### src/cdp_rdma_pkg.sv
// cdp read dma ingress types
package cdp_rdma_pkg;

  // ========================================
  // field widths
  // ========================================

  // full memory byte address
  typedef logic [63:0] addr_t;

  // line or surface stride in bytes
  typedef logic [31:0] stride_t;

  // cube dimension, value is count minus one
  typedef logic [12:0] dim_t;

  // request size in atoms minus one, 0..7
  typedef logic [2:0] req_size_t;

  // stall cycle count
  typedef logic [31:0] perf_t;

  // ========================================
  // width grouping
  // ========================================

  // max atoms per width group
  localparam int GROUP_ATOMS = 8;

  // log2 of GROUP_ATOMS
  localparam int GROUP_SHIFT = 3;

  // width group index
  // 8192 atoms / 8 = 1024 groups max
  typedef logic [10:0] wgrp_cnt_t;

endpackage

### src/cdp_walk_if.sv
// cube walk position bundle
interface cdp_walk_if;
  import cdp_rdma_pkg::*;

  // end flags of the current request
  logic      last_w;
  logic      last_h;
  logic      last_c;
  // atoms minus one of the current request
  req_size_t req_size;
  // request taken by both memory port and context queue
  logic      accept;

  // cube walker side
  modport walker (output last_w, last_h, last_c, req_size, input accept);

  // address generator side, read only
  modport addr_user (input last_w, last_h, last_c, req_size, accept);

  // layer control side
  modport ctrl (output accept);

endinterface

### src/cdp_rdma_layer_ctrl.sv
// layer start and done control
module cdp_rdma_layer_ctrl (
  input  logic    nvdla_core_clk,
  input  logic    nvdla_core_rstn,
  input  logic    op_en,
  input  logic    eg2ig_done,
  input  logic    cube_end,
  input  logic    rd_req_ready,
  input  logic    cq_wr_prdy,
  cdp_walk_if.ctrl walk,
  output logic    op_load,
  output logic    rd_req_valid,
  output logic    cq_wr_pvld
);

  // cube in progress
  logic tran_vld;
  // last request sent, egress still draining
  logic wait_eg;
  logic op_done;

  // ========================================
  // layer start / end
  // ========================================

  // no reload while busy or while egress is behind
  assign op_load = op_en & ~tran_vld & ~wait_eg;
  assign op_done = walk.accept & cube_end;

  always_ff @(posedge nvdla_core_clk or negedge nvdla_core_rstn) begin
    if (!nvdla_core_rstn) begin
      tran_vld <= 1'b0;
    end else if (op_done) begin
      tran_vld <= 1'b0;
    end else if (op_load) begin
      tran_vld <= 1'b1;
    end
  end

  // set at cube end, released by egress done
  always_ff @(posedge nvdla_core_clk or negedge nvdla_core_rstn) begin
    if (!nvdla_core_rstn) begin
      wait_eg <= 1'b0;
    end else if (op_done) begin
      wait_eg <= 1'b1;
    end else if (eg2ig_done) begin
      wait_eg <= 1'b0;
    end
  end

  // ========================================
  // joint handshake
  // ========================================

  // each side only sees valid when the other can take it
  assign rd_req_valid = tran_vld & cq_wr_prdy;
  assign cq_wr_pvld   = tran_vld & rd_req_ready;
  // both sides taken in the same cycle
  assign walk.accept  = tran_vld & rd_req_ready & cq_wr_prdy;

endmodule

### src/cdp_rdma_cube_walker.sv
// feature cube position counters
module cdp_rdma_cube_walker #(
  parameter int ATOM_SHIFT = 5
) (
  input  logic                nvdla_core_clk,
  input  logic                nvdla_core_rstn,
  input  cdp_rdma_pkg::dim_t  width,
  input  cdp_rdma_pkg::dim_t  height,
  input  cdp_rdma_pkg::dim_t  channel,
  cdp_walk_if.walker          walk,
  output logic                cube_end
);
  import cdp_rdma_pkg::*;

  // channel atom counter width
  localparam int CHN_W = $bits(dim_t) - ATOM_SHIFT;

  logic [CHN_W-1:0]   chn_cnt;
  wgrp_cnt_t          wgrp_cnt;
  dim_t               hgt_cnt;
  // width in atoms, one bit wider than dim_t
  logic [$bits(dim_t):0] width_use;
  logic [$bits(dim_t):0] width_rnd;
  wgrp_cnt_t          num_grp;
  logic               first_w;
  logic               line_end;
  req_size_t          tail_size;

  // ========================================
  // width grouping
  // ========================================

  assign width_use = {1'b0, width} + 1'b1;
  // round up to whole groups
  assign width_rnd = width_use + ($bits(width_rnd))'(GROUP_ATOMS - 1);
  assign num_grp   = wgrp_cnt_t'(width_rnd >> GROUP_SHIFT);
  // atoms in the final partial group, minus one
  assign tail_size = width[GROUP_SHIFT-1:0];

  // ========================================
  // position flags
  // ========================================

  assign walk.last_c = (chn_cnt == channel[$bits(dim_t)-1:ATOM_SHIFT]);
  assign walk.last_w = (wgrp_cnt == num_grp - 1'b1);
  assign walk.last_h = (hgt_cnt == height);
  assign first_w     = (wgrp_cnt == '0);
  // all channels of the last group done
  assign line_end    = walk.last_c & walk.last_w;
  assign cube_end    = line_end & walk.last_h;

  // request size
  // single group case goes through first_w
  always_comb begin
    if (first_w) begin
      walk.req_size = (num_grp == 1) ? tail_size : req_size_t'(GROUP_ATOMS - 1);
    end else if (walk.last_w) begin
      walk.req_size = tail_size;
    end else begin
      walk.req_size = req_size_t'(GROUP_ATOMS - 1);
    end
  end

  // ========================================
  // counters, w8 -> c -> h
  // ========================================

  // channel atom, innermost
  always_ff @(posedge nvdla_core_clk or negedge nvdla_core_rstn) begin
    if (!nvdla_core_rstn) begin
      chn_cnt <= '0;
    end else if (walk.accept) begin
      if (walk.last_c) begin
        chn_cnt <= '0;
      end else begin
        chn_cnt <= chn_cnt + 1'b1;
      end
    end
  end

  // width group, steps after the channel sweep
  always_ff @(posedge nvdla_core_clk or negedge nvdla_core_rstn) begin
    if (!nvdla_core_rstn) begin
      wgrp_cnt <= '0;
    end else if (walk.accept) begin
      if (line_end) begin
        wgrp_cnt <= '0;
      end else if (walk.last_c) begin
        wgrp_cnt <= wgrp_cnt + 1'b1;
      end
    end
  end

  // line, outermost
  always_ff @(posedge nvdla_core_clk or negedge nvdla_core_rstn) begin
    if (!nvdla_core_rstn) begin
      hgt_cnt <= '0;
    end else if (walk.accept) begin
      if (cube_end) begin
        hgt_cnt <= '0;
      end else if (line_end) begin
        hgt_cnt <= hgt_cnt + 1'b1;
      end
    end
  end

endmodule

### src/cdp_rdma_addr_gen.sv
// read request address generator
module cdp_rdma_addr_gen #(
  parameter int ATOM_SHIFT = 5
) (
  input  logic                   nvdla_core_clk,
  input  logic                   nvdla_core_rstn,
  input  logic                   op_load,
  input  cdp_rdma_pkg::addr_t    base_addr,
  input  cdp_rdma_pkg::stride_t  line_stride,
  input  cdp_rdma_pkg::stride_t  surf_stride,
  cdp_walk_if.addr_user          walk,
  output cdp_rdma_pkg::addr_t    rd_req_addr
);
  import cdp_rdma_pkg::*;

  // start of current line
  addr_t              line_base;
  // start of current width group
  addr_t              grp_base;
  addr_t              req_addr;
  // atoms in current request, 1..8
  logic [GROUP_SHIFT:0] size_use;
  addr_t              grp_next;
  addr_t              line_next;

  // ========================================
  // next base candidates
  // ========================================

  assign size_use  = {1'b0, walk.req_size} + 1'b1;
  // skip past the atoms just fetched
  assign grp_next  = grp_base + (addr_t'(size_use) << ATOM_SHIFT);
  assign line_next = line_base + addr_t'(line_stride);

  // ========================================
  // address registers
  // ========================================

  always_ff @(posedge nvdla_core_clk or negedge nvdla_core_rstn) begin
    if (!nvdla_core_rstn) begin
      line_base <= '0;
      grp_base  <= '0;
      req_addr  <= '0;
    end else if (op_load) begin
      line_base <= base_addr;
      grp_base  <= base_addr;
      req_addr  <= base_addr;
    end else if (walk.accept) begin
      if (!walk.last_c) begin
        // next channel surface, same group
        req_addr <= req_addr + addr_t'(surf_stride);
      end else if (!walk.last_w) begin
        // next group on the same line
        grp_base <= grp_next;
        req_addr <= grp_next;
      end else begin
        // wrap to the next line
        line_base <= line_next;
        grp_base  <= line_next;
        req_addr  <= line_next;
      end
    end
  end

  assign rd_req_addr = req_addr;

endmodule

### src/cdp_rdma_stall_perf.sv
// read stall performance counter
module cdp_rdma_stall_perf (
  input  logic                nvdla_core_clk,
  input  logic                nvdla_core_rstn,
  input  logic                dma_en,
  input  logic                stall,
  input  logic                clear,
  output cdp_rdma_pkg::perf_t perf_d0,
  output cdp_rdma_pkg::perf_t perf_d1
);
  import cdp_rdma_pkg::*;

  perf_t stl_cnt;
  perf_t stl_inc;
  // count including this cycle
  perf_t stl_cur;
  logic  cnt_en;
  // selects d0 or d1 for the next cube
  logic  layer_flag;

  // ========================================
  // stall counter
  // ========================================

  assign cnt_en  = dma_en & stall;
  // hold at all ones
  assign stl_inc = (stl_cnt == '1) ? stl_cnt : stl_cnt + 1'b1;
  assign stl_cur = cnt_en ? stl_inc : stl_cnt;

  always_ff @(posedge nvdla_core_clk or negedge nvdla_core_rstn) begin
    if (!nvdla_core_rstn) begin
      stl_cnt <= '0;
    end else if (clear) begin
      stl_cnt <= '0;
    end else if (cnt_en) begin
      stl_cnt <= stl_inc;
    end
  end

  // ========================================
  // ping-pong result registers
  // ========================================

  always_ff @(posedge nvdla_core_clk or negedge nvdla_core_rstn) begin
    if (!nvdla_core_rstn) begin
      layer_flag <= 1'b0;
      perf_d0    <= '0;
      perf_d1    <= '0;
    end else if (clear) begin
      layer_flag <= ~layer_flag;
      if (layer_flag) begin
        perf_d1 <= stl_cur;
      end else begin
        perf_d0 <= stl_cur;
      end
    end
  end

endmodule

### src/cdp_rdma_ig.sv
// cdp read dma ingress top
module cdp_rdma_ig #(
  parameter int ATOM_SHIFT = 5
) (
  input  logic                      nvdla_core_clk,
  input  logic                      nvdla_core_rstn,
  // layer control
  input  logic                      op_en,
  input  logic                      dma_en,
  input  logic                      eg2ig_done,
  // cube config
  input  cdp_rdma_pkg::dim_t        width,
  input  cdp_rdma_pkg::dim_t        height,
  input  cdp_rdma_pkg::dim_t        channel,
  input  logic [31:0]               base_addr_high,
  input  logic [31:0]               base_addr_low,
  input  cdp_rdma_pkg::stride_t     line_stride,
  input  cdp_rdma_pkg::stride_t     surf_stride,
  // memory read request
  input  logic                      rd_req_ready,
  output logic                      rd_req_valid,
  output cdp_rdma_pkg::addr_t       rd_req_addr,
  output cdp_rdma_pkg::req_size_t   rd_req_size,
  // context queue write
  input  logic                      cq_wr_prdy,
  output logic                      cq_wr_pvld,
  output cdp_rdma_pkg::req_size_t   cq_wr_size,
  output logic                      cq_wr_last_w,
  output logic                      cq_wr_last_h,
  output logic                      cq_wr_last_c,
  // stall counts, alternating per layer
  output cdp_rdma_pkg::perf_t       perf_read_stall_d0,
  output cdp_rdma_pkg::perf_t       perf_read_stall_d1
);
  import cdp_rdma_pkg::*;

  addr_t base_addr;
  logic  op_load;
  logic  cube_end;

  cdp_walk_if walk ();

  assign base_addr = {base_addr_high, base_addr_low};

  // ========================================
  // control and walk
  // ========================================

  cdp_rdma_layer_ctrl u_layer_ctrl (
    .nvdla_core_clk  (nvdla_core_clk),
    .nvdla_core_rstn (nvdla_core_rstn),
    .op_en           (op_en),
    .eg2ig_done      (eg2ig_done),
    .cube_end        (cube_end),
    .rd_req_ready    (rd_req_ready),
    .cq_wr_prdy      (cq_wr_prdy),
    .walk            (walk.ctrl),
    .op_load         (op_load),
    .rd_req_valid    (rd_req_valid),
    .cq_wr_pvld      (cq_wr_pvld)
  );

  cdp_rdma_cube_walker #(.ATOM_SHIFT(ATOM_SHIFT)) u_cube_walker (
    .nvdla_core_clk  (nvdla_core_clk),
    .nvdla_core_rstn (nvdla_core_rstn),
    .width           (width),
    .height          (height),
    .channel         (channel),
    .walk            (walk.walker),
    .cube_end        (cube_end)
  );

  cdp_rdma_addr_gen #(.ATOM_SHIFT(ATOM_SHIFT)) u_addr_gen (
    .nvdla_core_clk  (nvdla_core_clk),
    .nvdla_core_rstn (nvdla_core_rstn),
    .op_load         (op_load),
    .base_addr       (base_addr),
    .line_stride     (line_stride),
    .surf_stride     (surf_stride),
    .walk            (walk.addr_user),
    .rd_req_addr     (rd_req_addr)
  );

  // stall counts only while valid is held off by the memory port
  cdp_rdma_stall_perf u_stall_perf (
    .nvdla_core_clk  (nvdla_core_clk),
    .nvdla_core_rstn (nvdla_core_rstn),
    .dma_en          (dma_en),
    .stall           (rd_req_valid & ~rd_req_ready),
    .clear           (walk.accept & cube_end),
    .perf_d0         (perf_read_stall_d0),
    .perf_d1         (perf_read_stall_d1)
  );

  // ========================================
  // request payloads
  // ========================================

  assign rd_req_size  = walk.req_size;
  assign cq_wr_size   = walk.req_size;
  assign cq_wr_last_w = walk.last_w;
  assign cq_wr_last_h = walk.last_h;
  assign cq_wr_last_c = walk.last_c;

endmodule

### config.mk
export PLATFORM = sky130hd
export DESIGN_NAME = cdp_rdma_ig
export DESIGN_NICKNAME = d
export VERILOG_FILES = /design/src/cdp_rdma_pkg.sv /design/src/cdp_walk_if.sv /design/src/cdp_rdma_layer_ctrl.sv /design/src/cdp_rdma_cube_walker.sv /design/src/cdp_rdma_addr_gen.sv /design/src/cdp_rdma_stall_perf.sv /design/src/cdp_rdma_ig.sv
export SDC_FILE = /design/constraint.sdc
export NUM_CORES = 1
export LEC_CHECK = 0
export BUFFER_PORTS_ARGS = -buffer_cell sky130_fd_sc_hd__clkbuf_2
export CELL_PAD_IN_SITES_DETAIL_PLACEMENT = 1
export CELL_PAD_IN_SITES_GLOBAL_PLACEMENT = 1
export CORE_MARGIN = 5
export CORE_UTILIZATION = 40
export DETAILED_ROUTE_END_ITERATION = 10
export PLACE_DENSITY_LB_ADDON = 0.1
export SKIP_CTS_REPAIR_TIMING = 1
export SLEW_MARGIN = 10
export SYNTH_ARGS = -nofsm -noshare
export SYNTH_HDL_FRONTEND = slang
export SYNTH_SLANG_ARGS = --single-unit
### constraint.sdc
create_clock -name nvdla_core_clk -period 7.4 [get_ports nvdla_core_clk]
set_input_delay 1.48 -clock nvdla_core_clk [delete_from_list [all_inputs] [get_ports nvdla_core_clk]]
set_output_delay 1.48 -clock nvdla_core_clk [all_outputs]
set_load 0.02 [all_outputs]
==> results.py, run 1 <==
metrics = {
    "logic_synthesis": {
        "mappedNetlistNets": 2993,
        "synth_area_um2": 22400,
        "synth_top_flop_cell": "sky130_fd_sc_hd__dfrtp_1",
        "yosys_warning_total": 0,
        "syn_inst": 2740,
        "asyncSetResetFlopFracSynth_pct": 100,
        "largest_family_of_logic_cells_by_synthesized_area": "simple AND/OR/NAND/NOR gates",
        "synth_sequential_area_ratio_pct": 36.1,
        "synth.ff_latch_count": 323,
        "yosys.area_share.simple_pct": 22.4,
        "synth_compound_area_share_pct": 21.5,
        "area_share_of_fa_ha_maj_cells_after_synthesis_pct": 4.52,
        "synth.mux.area_fraction_pct": 1.30,
        "avgSynthCellArea_um2": 8.17,
        "synth_cell_type_count": 86,
        "xor_xnor_cell_area_share_of_the_yosys_netlist_pct": 10.0,
        "synth_edf_count": 0,
    },
    "worst_setup_path": {
        "worstSetupStartpointType": "input port",
        "crit_required_ns": 7.90,
        "path_delay_family": "simple AND/OR/NAND/NOR gates",
        "slowest_stage": "sky130_fd_sc_hd__or4b_2",
        "worst_ep_arrival_time_ns": 7.39,
        "kind_of_critical_path": "input port to flip-flop",
        "critPathMostFrequentCell": "sky130_fd_sc_hd__nor3_1",
        "max_stage_delay_ns": 0.76,
        "crit_fanout": 7,
        "critPathCaptureType": "flip-flop",
        "worst-path-buf-inv": 4,
    },
    "timing": {
        "timing.fmax_mhz": 145,
        "worstMarginPinSlew_ns": 1.22,
        "finClkSkew_ns": 0.0342,
        "final_max_slew_viol_count": 0,
        "worst_slew_margin_rel_pct": 18.6,
        "layout_worst_path_cycle_share_pct": 93.1,
        "hold_viol_final": 0,
        "setup_viol_count_final": 0,
        "fin_crit_period_ns": 6.89,
        "finalWorstSetupSlack_ns": 0.510,
        "rsz0062_at_grt": "no",
    },
    "route": {
        "detail_route.wl_per_cell_um": 24.1,
        "post-route-drc-count": 0,
        "vias_per_cell": 5.96,
        "detail_route.iter0.violations": 1841,
        "detailroute.via_count": 22500,
        "remaining_antenna_violation_count": 0,
        "dr.pass1.iters": 7,
        "routed_wirelength_um": 91000,
    },
    "power_and_ir_drop": {
        "power.total_mw": 7.29,
        "irDropWorstVdd_mv": 0.176,
        "power.leakage_nw": 11.4,
        "power.density_cell_area_nw_per_um2": 280,
    },
    "placed_design": {
        "half_perimeter_wire_length_after_placement_um": 67500,
        "final_wtd_congestion": 0.928,
        "place_inst": 3698,
        "pre_cts_slack_ns": -0.0695,
        "io_buffers": 307,
    },
    "cts": {
        "clk_root_buffer_cell": "sky130_fd_sc_hd__clkbuf_16",
        "cts_tree": "built",
        "cts_max_level": 2,
        "clock_latency_on_the_worst_skew_pair_ns": 0.59,
        "cts-buffers-inserted": 40,
        "cts.sink_count": 323,
        "clk_path_buf_depth": 3,
        "cts.reportedPaths.clkPinSlew_ns": 0.06,
    },
    "final_layout": {
        "nNetsFinal": 3245,
        "final_layout_size_suffix_gt1_share_pct": 16.5,
        "layout_common_cells": "350 x sky130_fd_sc_hd__nand2_1, 323 x sky130_fd_sc_hd__dfrtp_1, 310 x sky130_fd_sc_hd__nor2_1",
        "antenna_fix_cells": 0,
        "final_common_cell": "sky130_fd_sc_hd__nand2_1",
        "non_filler_cells_final": 3770,
        "synthToLayoutAreaGrowth_pct": 16.3,
    },
    "global_route": {
        "grtUsageTotal_pct": 29.1,
        "grt_first_pass_wirelength_um": 138000,
        "grt_pass1_vias": 22800,
        "antenna_found_initial": 5,
        "globalRouteOverflowTotal": 0,
        "grt_max_degree": 156,
    },
    "die": {
        "floorplan.rows": 86,
        "coreArea_um2": 55300,
        "fp.dieW_um": 247,
        "start_util_pct": 40.5,
        "io_pins": 313,
        "die_y_um": 247,
        "die-area_um2": 60800,
    },
    "outcome": {
        "run_status": "finished clean",
    },
    "run": {
        "max-cap-violations": 0,
    },
    "min_path": {
        "hp-class": "flip-flop to flip-flop",
    },
}
logic make-up (layout without fill, tap and decap cells):
kind of cell               count (synthesis)  in the layout
and+or+nand+nor                         1081           1081
muxes                                     28             28
xor gates and xnor gates                 254            254
AOI/OAI and AO/OA                        766            766
adders and majority gates                 79             79
buffers and inverters                    209            491
DFF                                      323            323
final timing paths:
| path | slack, ns | from | to | depth (start not counted) |
|---|---|---|---|---|
| max | 0.51 | width[3] | u_addr_gen.rd_req_addr[62] | 26 |
| min | 0.48 | u_stall_perf.perf_d0[12] | u_stall_perf.perf_d0[12] | 2 |
| max reg2reg | 1.75 | u_cube_walker.wgrp_cnt[8] | u_addr_gen.rd_req_addr[62] | 20 |
| min reg2reg | 0.48 | u_stall_perf.perf_d0[12] | u_stall_perf.perf_d0[12] | 2 |
| max in group asynchronous | 5.05 | nvdla_core_rstn | u_addr_gen.grp_base[56] | 2 |
| min in group asynchronous | 0.89 | nvdla_core_rstn | u_cube_walker.wgrp_cnt[7] | 1 |
state kept, by name (all words and copies together) (netlist names):
register                 count
u_stall_perf.layer_flag      1
u_stall_perf.stl_cnt        32
u_addr_gen.line_base        64
u_layer_ctrl.wait_eg         1
u_cube_walker.wgrp_cnt      11
u_addr_gen.grp_base         64
u_stall_perf.perf_d1        32
u_cube_walker.chn_cnt        8
u_cube_walker.hgt_cnt       13
u_layer_ctrl.tran_vld        1
u_stall_perf.perf_d0        32
u_addr_gen.rd_req_addr      64
where the power goes:
| part | internal, mW | leakage (nW) | total (mW) | switching, mW |
|---|---|---|---|---|
| sequential | 2.07 | 4.02 | 2.50 | 0.424 |
| clock | 1.28 | 0.696 | 2.15 | 0.865 |
| combinational | 1.04 | 6.69 | 2.65 | 1.61 |
| total | 4.39 | 11.4 | 7.29 | 2.90 |
stage by stage:
stage	hold WS [ns]	setup TNS, ns	utilization [%]	instance area (um^2)
after floorplan	0.466	0	-	22400
after global placement	0.461	0	44.5	24600
after detailed placement	0.470	-0.142	44.5	24600
after CTS	0.483	0	47.1	26000
after global routing	0.510	0	47.1	26000
final	0.476	0	47.1	26000
tightest hold or removal path, delay by kind of cell, from the launching register on:
kind,cells,cell delay [ns]
DFF,1,0.34
AOI/OAI and AO/OA,1,0.06
and+or+nand+nor,1,0.05
metal layers:
layer | wire (um) | vias to the layer above | GRT usage (%)
met3 | 7140 | 134 | 6.10
li1 | - | 10300 | -
met2 | 39500 | 782 | 44.0
met5 | 35 | - | 0
met4 | 2200 | 6 | 6.97
met1 | 42100 | 11300 | 42.8
cell type report:
type	instances	area [um^2]
tap	748	936
fill	6828	29300
inverter	58	218
sequential	323	8080
clock buffer	55	1160
clock inverter	17	250
multi-input combinational	2208	13400
timing repair buffer	361	1990
cells in the mapped netlist, drive strengths merged (5+ instances only):
library cell	instances	area, um^2
nor4	14	100
o211ai	29	218
o21a	23	173
and4	12	105
nand2	352	1320
o311ai	8	70.1
nand3b	5	37.5
or3	20	125
nor2b	14	87.6
o221a	5	56.3
nor2	313	1200
clkbuf	102	384
mux2i	26	264
xor2	122	1070
and3	58	363
nand4	62	394
a221oi	8	70.1
nor3b	6	45.0
and2	31	194
o21bai	15	113
nand2b	12	75.1
o21ai	221	1110
nor3	64	335
a221o	7	70.1
a311oi	7	61.3
o22ai	16	100
a2111oi	5	43.8
o31a	5	43.8
or2	9	56.3
inv	57	214
a21o	30	225
a22oi	7	52.6
or4	5	37.5
ha	76	951
a21oi	238	1300
a211o	7	61.3
a21boi	9	67.6
a211oi	31	238
a31oi	40	250
dfrtp	323	8080
xnor2	131	1150
nand3	98	495
buf	49	330
o31ai	15	113
No activity file was read; power rests on OpenSTA's default activity.
==> run 2, diff against run 1 <==
--- a/config.mk
+++ b/config.mk
@@ -10,6 +10,7 @@
 export CELL_PAD_IN_SITES_GLOBAL_PLACEMENT = 1
 export CORE_MARGIN = 5
 export CORE_UTILIZATION = 40
+export CTS_BUF_LIST = sky130_fd_sc_hd__clkbuf_8
 export DETAILED_ROUTE_END_ITERATION = 10
 export PLACE_DENSITY_LB_ADDON = 0.1
 export SKIP_CTS_REPAIR_TIMING = 1
==> results.py, run 2 (synthesized netlist as in run 1, its figures left out) <==
metrics = {
    "worst_setup_path": {
        "max_stage_delay_ns": 0.75,
        "crit_required_ns": 8.03,
        "slowest_stage": "sky130_fd_sc_hd__or4b_2",
        "kind_of_critical_path": "input port to flip-flop",
        "crit_fanout": 3,
        "worstSetupStartpointType": "input port",
        "worst_ep_arrival_time_ns": 7.39,
        "critical_path.cell_chain": "clkbuf_2, ha_1, nand4_2, or3_1, xor2_1, a211o_1, a221o_1, a211o_4, inv_2, a21oi_1, or2_2, ha_1, xor2_1, ha_1, nand2_1, o21a_1, or4_1, or4b_2, nor3_1, xor2_1, o2111ai_1, o21ai_0, nor3_1, nor3_1",
        "critPathCaptureType": "flip-flop",
    },
    "route": {
        "detailroute.via_count": 22500,
        "detail_route.wl_per_cell_um": 23.9,
        "vias_per_cell": 5.91,
        "dr.pass1.iters": 5,
        "post-route-drc-count": 0,
        "remaining_antenna_violation_count": 0,
        "routed_wirelength_um": 90900,
        "detail_route.iter0.violations": 1739,
    },
    "die": {
        "fp.dieW_um": 247,
        "floorplan.rows": 86,
        "coreArea_um2": 55300,
        "die_y_um": 247,
        "start_util_pct": 40.5,
        "die-area_um2": 60800,
        "io_pins": 313,
    },
    "placed_design": {
        "io_buffers": 307,
        "half_perimeter_wire_length_after_placement_um": 67500,
        "pre_cts_slack_ns": -0.0695,
        "final_wtd_congestion": 0.928,
    },
    "cts": {
        "cts_max_level": 2,
        "cts-buffers-inserted": 60,
        "clk_path_buf_depth": 3,
        "clk_root_buffer_cell": "sky130_fd_sc_hd__clkbuf_8",
        "cts.reportedPaths.clkPinSlew_ns": 0.06,
        "clock_latency_on_the_worst_skew_pair_ns": 0.72,
        "cts_tree": "built",
        "cts.sink_count": 323,
    },
    "global_route": {
        "globalRouteOverflowTotal": 0,
        "grt_max_degree": 156,
        "antenna_found_initial": 7,
        "grt_pass1_vias": 22800,
        "grt_first_pass_wirelength_um": 139000,
        "grtUsageTotal_pct": 29.2,
    },
    "min_path": {
        "hp-class": "flip-flop to flip-flop",
    },
    "final_layout": {
        "final_layout_size_suffix_gt1_share_pct": 17.3,
        "final_common_cell": "sky130_fd_sc_hd__nand2_1",
        "layout.area.seq_um2": 8080,
        "nNetsFinal": 3265,
        "post-route-util_pct": 47.1,
        "synthToLayoutAreaGrowth_pct": 16.3,
        "multiInputGateArea_um2": 13400,
        "num-fill-cells": 6869,
        "layout_common_cells": "350 x sky130_fd_sc_hd__nand2_1, 323 x sky130_fd_sc_hd__dfrtp_1, 310 x sky130_fd_sc_hd__nor2_1",
    },
    "timing": {
        "hold_viol_final": 0,
        "rsz0062_at_grt": "no",
        "timing.fmax_mhz": 148,
        "fin_crit_period_ns": 6.75,
        "finClkSkew_ns": 0.0767,
        "finalWorstSetupSlack_ns": 0.646,
        "worst_slew_margin_rel_pct": 19.2,
        "setup_viol_count_final": 0,
        "layout_worst_path_cycle_share_pct": 91.3,
        "final_max_slew_viol_count": 0,
        "worstMarginPinSlew_ns": 1.21,
    },
    "run": {
        "max-cap-violations": 0,
    },
    "power_and_ir_drop": {
        "irDropWorstVdd_mv": 0.180,
        "power.density_cell_area_nw_per_um2": 276,
        "power.leakage_nw": 11.5,
    },
    "outcome": {
        "run_status": "finished clean",
    },
}
[run 2: changes by cell type in the layout (fill, tap and decap cells not counted), sizes merged]
cell and delta:
inv +15, clkbuf +14, clkinv +5, bufinv +4
clkinvlp +2, diode +1
[run 2: path summary, 6_finish.rpt]
kind                                           startpoint                         end  slack [ns]  cells after the start
max in group asynchronous                 nvdla_core_rstn    u_stall_perf.stl_cnt[15]        5.15                      2
worst min-delay path             u_stall_perf.perf_d0[14]    u_stall_perf.perf_d0[14]        0.48                      2
worst max-delay path                             width[3]  u_addr_gen.rd_req_addr[62]        0.65                     24
worst max register to register  u_cube_walker.wgrp_cnt[8]  u_addr_gen.rd_req_addr[62]        1.81                     20
worst min register to register   u_stall_perf.perf_d0[14]    u_stall_perf.perf_d0[14]        0.48                      2
min in group asynchronous                 nvdla_core_rstn   u_cube_walker.wgrp_cnt[7]        0.81                      1
[run 2: layout make-up]
type	instances	area share [%]
Clock inverter	43	1.73
Inverter	58	0.836
Tap cell	748	3.60
Timing Repair Buffer	361	7.64
Antenna cell	1	0.00961
Multi-Input combinational cell	2208	51.5
Clock buffer	69	3.65
Sequential cell	323	31.1
[run 2: critical path: cells and delay by family]
kind	cells	cell delay, ns
AND/OR/NAND/NOR	9	2.79
AO/OA/AOI/OAI	7	1.65
adder cells (fa/ha/maj)	3	0.71
XOR/XNOR	3	0.60
buffers and inverters	2	0.15
[run 2: metrics by stage]
| step | hold WS (ns) | area (um^2) | power, mW | instances | setup TNS (ns) |
|---|---|---|---|---|---|
| after global routing | 0.514 | 26000 | 7.63 | 3811 | 0 |
| final | 0.477 | 26000 | 7.20 | 3811 | 0 |
| after detailed placement | 0.470 | 24600 | 5.11 | 3698 | -0.142 |
| after global placement | 0.461 | 24600 | 5.02 | 3698 | 0 |
| after CTS | 0.484 | 26000 | 7.21 | 3810 | 0 |
| after floorplan | 0.466 | 22400 | 4.20 | 2740 | 0 |
[run 2: where the power goes]
part           leakage, nW  total [mW]  switching (mW)  internal (mW)
Sequential            4.02        2.50           0.427           2.07
Clock                0.774        2.05           0.878           1.18
Combinational         6.69        2.64            1.61           1.04
Total                 11.5        7.20            2.91           4.28
[run 2: metal layers]
layer | part of all wire (%) | GRT usage (%)
met1 | 46 | 42.8
met2 | 43 | 43.9
met3 | 7.6 | 5.74
met4 | 2.5 | 7.81
met5 | 0.029 | 0
==> run 3, diff against run 2 <==
--- a/config.mk
+++ b/config.mk
@@ -5,6 +5,7 @@
 export SDC_FILE = /design/constraint.sdc
 export NUM_CORES = 1
 export LEC_CHECK = 0
+export ABC_AREA = 1
 export BUFFER_PORTS_ARGS = -buffer_cell sky130_fd_sc_hd__clkbuf_2
 export CELL_PAD_IN_SITES_DETAIL_PLACEMENT = 1
 export CELL_PAD_IN_SITES_GLOBAL_PLACEMENT = 1
==> results.py, run 3 <==
metrics = {
    "route": {
        "detail_route.iter0.violations": 2037,
        "detail_route.wl_per_cell_um": 21.0,
        "post-route-drc-count": 0,
        "dr.pass1.iters": 5,
        "detailroute.via_count": 28400,
        "routed_wirelength_um": 110000,
        "vias_per_cell": 5.41,
        "remaining_antenna_violation_count": 0,
    },
    "cts": {
        "cts.reportedPaths.clkPinSlew_ns": 0.06,
        "clk_path_buf_depth": 3,
        "clk_root_buffer_cell": "sky130_fd_sc_hd__clkbuf_8",
        "cts-buffers-inserted": 66,
        "cts.sink_count": 323,
        "cts_max_level": 3,
        "cts_tree": "built",
        "clock_latency_on_the_worst_skew_pair_ns": 0.68,
    },
    "timing": {
        "fin_crit_period_ns": 6.27,
        "hold_viol_final": 0,
        "timing.fmax_mhz": 159,
        "finClkSkew_ns": 0.0435,
        "setup_total_negative_slack_ns": 0,
        "setup_viol_count_final": 0,
        "rsz0062_at_grt": "no",
        "layout_worst_path_cycle_share_pct": 84.8,
        "final_max_slew_viol_count": 0,
        "finalWorstSetupSlack_ns": 1.13,
        "worst_slew_margin_rel_pct": 31.0,
        "worstMarginPinSlew_ns": 1.03,
    },
    "placed_design": {
        "final_wtd_congestion": 0.957,
        "pre_cts_slack_ns": 0.566,
        "io_buffers": 307,
        "half_perimeter_wire_length_after_placement_um": 88200,
    },
    "final_layout": {
        "final_common_cell": "sky130_fd_sc_hd__nand2_1",
        "synthToLayoutAreaGrowth_pct": 14.7,
        "nNetsFinal": 4595,
        "final_layout_size_suffix_gt1_share_pct": 11.5,
        "layout_common_cells": "1307 x sky130_fd_sc_hd__nand2_1, 556 x sky130_fd_sc_hd__inv_1, 368 x sky130_fd_sc_hd__nand3_1",
        "num-fill-cells": 8722,
    },
    "worst_setup_path": {
        "crit-reg2reg-launch": "u_cube_walker.wgrp_cnt[1]",
        "worstReg2RegEnd": "u_addr_gen.rd_req_addr[56]",
        "reg2regPathDepth": 28,
        "worst_ep_arrival_time_ns": 6.88,
        "kind_of_critical_path": "input port to flip-flop",
        "crit_fanout": 7,
        "setup_slack_reg_to_reg_ns": 2.32,
        "critPathCaptureType": "flip-flop",
        "crit_required_ns": 8.00,
        "worstSetupStartpointType": "input port",
    },
    "die": {
        "coreArea_um2": 64100,
        "start_util_pct": 40.2,
        "io_pins": 313,
        "fp.dieW_um": 264,
        "floorplan.rows": 93,
        "die_y_um": 264,
        "die-area_um2": 69600,
    },
    "logic_synthesis": {
        "synth_sequential_area_ratio_pct": 31.4,
        "synth.ff_latch_count": 323,
        "synth_commonest_cells": "1308 x sky130_fd_sc_hd__nand2_1, 537 x sky130_fd_sc_hd__inv_1, 368 x sky130_fd_sc_hd__nand3_1",
        "post_synth_main_area_contributors": "sky130_fd_sc_hd__dfrtp_1 31%, sky130_fd_sc_hd__nand2_1 19%, sky130_fd_sc_hd__inv_1 7.8%",
        "asyncSetResetFlopFracSynth_pct": 100,
        "most_frequent_cell_after_synthesis": "sky130_fd_sc_hd__nand2_1",
        "synth_top_flop_cell": "sky130_fd_sc_hd__dfrtp_1",
        "yosys_warning_total": 0,
        "syn_inst": 4044,
        "synth_edf_count": 0,
        "avgSynthCellArea_um2": 6.37,
        "synth.top_cell.area_share_pct": 31.4,
        "mappedNetlistNets": 4297,
        "synth.largest_area_cell": "sky130_fd_sc_hd__dfrtp_1",
        "synth_cell_type_count": 54,
        "synth_area_um2": 25800,
    },
    "min_path": {
        "hold_end": "u_addr_gen.line_base[31]",
        "hold_path_startpoint": "u_addr_gen.line_base[31]",
        "worst_hold_path_stage_count": 2,
        "hp-class": "flip-flop to flip-flop",
    },
    "power_and_ir_drop": {
        "swShare_pct": 47.2,
        "power.total_mw": 8.86,
        "irDropWorstVdd_mv": 0.116,
        "power.density_cell_area_nw_per_um2": 300,
        "power.leakage_nw": 15.5,
        "power.combinational.fraction_pct": 45.7,
        "power_report.internal_total_mw": 4.68,
        "switchingPower_mw": 4.18,
        "power.share.clock_pct": 23.0,
        "p_seq_share_pct": 31.3,
    },
    "global_route": {
        "antenna_found_initial": 12,
        "grt_pass1_vias": 28900,
        "globalRouteOverflowTotal": 0,
        "grtUsageTotal_pct": 30.6,
        "grt_max_degree": 100,
        "grt_first_pass_wirelength_um": 168000,
    },
    "run": {
        "max-cap-violations": 0,
    },
    "outcome": {
        "run_status": "finished clean",
    },
}
## run 3: per-stage QoR
| step | instance area [um^2] | util [%] | hold WS [ns] | std cells |
|---|---|---|---|---|
| finish | 29500 | 46.1 | 0.475 | 5251 |
| global route | 29500 | 46.1 | 0.497 | 5251 |
| CTS | 29500 | 46.1 | 0.480 | 5249 |
| detailed placement | 28100 | 43.9 | 0.466 | 5129 |
| global placement | 28100 | 43.9 | 0.459 | 5129 |
| floorplan | 25800 | - | 0.446 | 4044 |
## run 3: layer usage
metal	share of wire, %	track usage, %
met1	40	36.4
met2	48	52.6
met3	5.4	5.07
met4	6.9	17.5
met5	0.093	0
## run 3: cell type report
class / count / area (um^2) / area share, %
Timing Repair Buffer: 335 / 1770 / 5.99
Clock inverter: 34 / 231 / 0.784
Tap cell: 855 / 1070 / 3.62
Clock buffer: 86 / 1180 / 4.01
Inverter: 551 / 2070 / 7.02
Multi-Input combinational cell: 3065 / 15100 / 51.2
Antenna cell: 2 / 5.00 / 0.0169
Sequential cell: 323 / 8080 / 27.4
## run 3: worst max-delay path by stage
stage              from                    endpoint  slack, ns  cells past startpoint
6_report       width[3]  u_addr_gen.rd_req_addr[56]       1.13                     28
5_1_grt        width[3]  u_addr_gen.rd_req_addr[63]       0.59                     31
2_1_floorplan  width[3]     u_addr_gen.grp_base[63]       1.59                     33
4_1_cts        width[3]     u_addr_gen.grp_base[40]       1.27                     32
3_3_place_gp   width[3]     u_addr_gen.grp_base[56]       0.66                     32
3_5_place_dp   width[3]  u_addr_gen.rd_req_addr[56]       0.57                     32
## run 3: logic make-up after synthesis
| family | Yosys count | share of synthesized area, % |
|---|---|---|
| DFF | 323 | 31.4 |
| adders and majority gates | 79 | 3.93 |
| buffers and inverters | 656 | 10.0 |
| AOI/OAI and AO/OA | 498 | 10.8 |
| xor gates and xnor gates | 146 | 4.97 |
| and+or+nand+nor | 2342 | 38.9 |
## run 3: power by group through the flow
stage / sequential (mW) / combinational [mW] / clock (mW)
detailed placement: 2.78 / 4.01 / 0
global placement: 2.78 / 3.93 / 0
finish: 2.77 / 4.05 / 2.04
floorplan: 2.74 / 2.63 / 0
CTS: 2.76 / 4.04 / 2.09
global route: 2.82 / 4.52 / 2.16
## run 3: worst max-delay path: stages
cell	delay (ns)
sky130_fd_sc_hd__clkbuf_2	0.15
sky130_fd_sc_hd__ha_1	0.31
sky130_fd_sc_hd__nand2_1	0.12
sky130_fd_sc_hd__nor2_2	0.19
sky130_fd_sc_hd__nand3_1	0.14
sky130_fd_sc_hd__nor2_2	0.18
sky130_fd_sc_hd__xor2_1	0.18
sky130_fd_sc_hd__nand3b_1	0.12
sky130_fd_sc_hd__nand2_1	0.08
sky130_fd_sc_hd__nor2_4	0.17
sky130_fd_sc_hd__nand2_4	0.06
sky130_fd_sc_hd__nand2_1	0.34
sky130_fd_sc_hd__nand3_1	0.25
sky130_fd_sc_hd__ha_1	0.28
sky130_fd_sc_hd__xor2_1	0.17
sky130_fd_sc_hd__ha_1	0.41
sky130_fd_sc_hd__nand2_1	0.11
sky130_fd_sc_hd__nand3_1	0.16
sky130_fd_sc_hd__a21oi_1	0.20
sky130_fd_sc_hd__inv_1	0.26
sky130_fd_sc_hd__nand4_1	0.20
sky130_fd_sc_hd__nor2_1	0.37
sky130_fd_sc_hd__nand3_1	0.28
sky130_fd_sc_hd__nor2_1	0.17
sky130_fd_sc_hd__nor2_1	0.05
sky130_fd_sc_hd__o21ai_0	0.14
sky130_fd_sc_hd__nand3_1	0.12
sky130_fd_sc_hd__a21oi_1	0.17
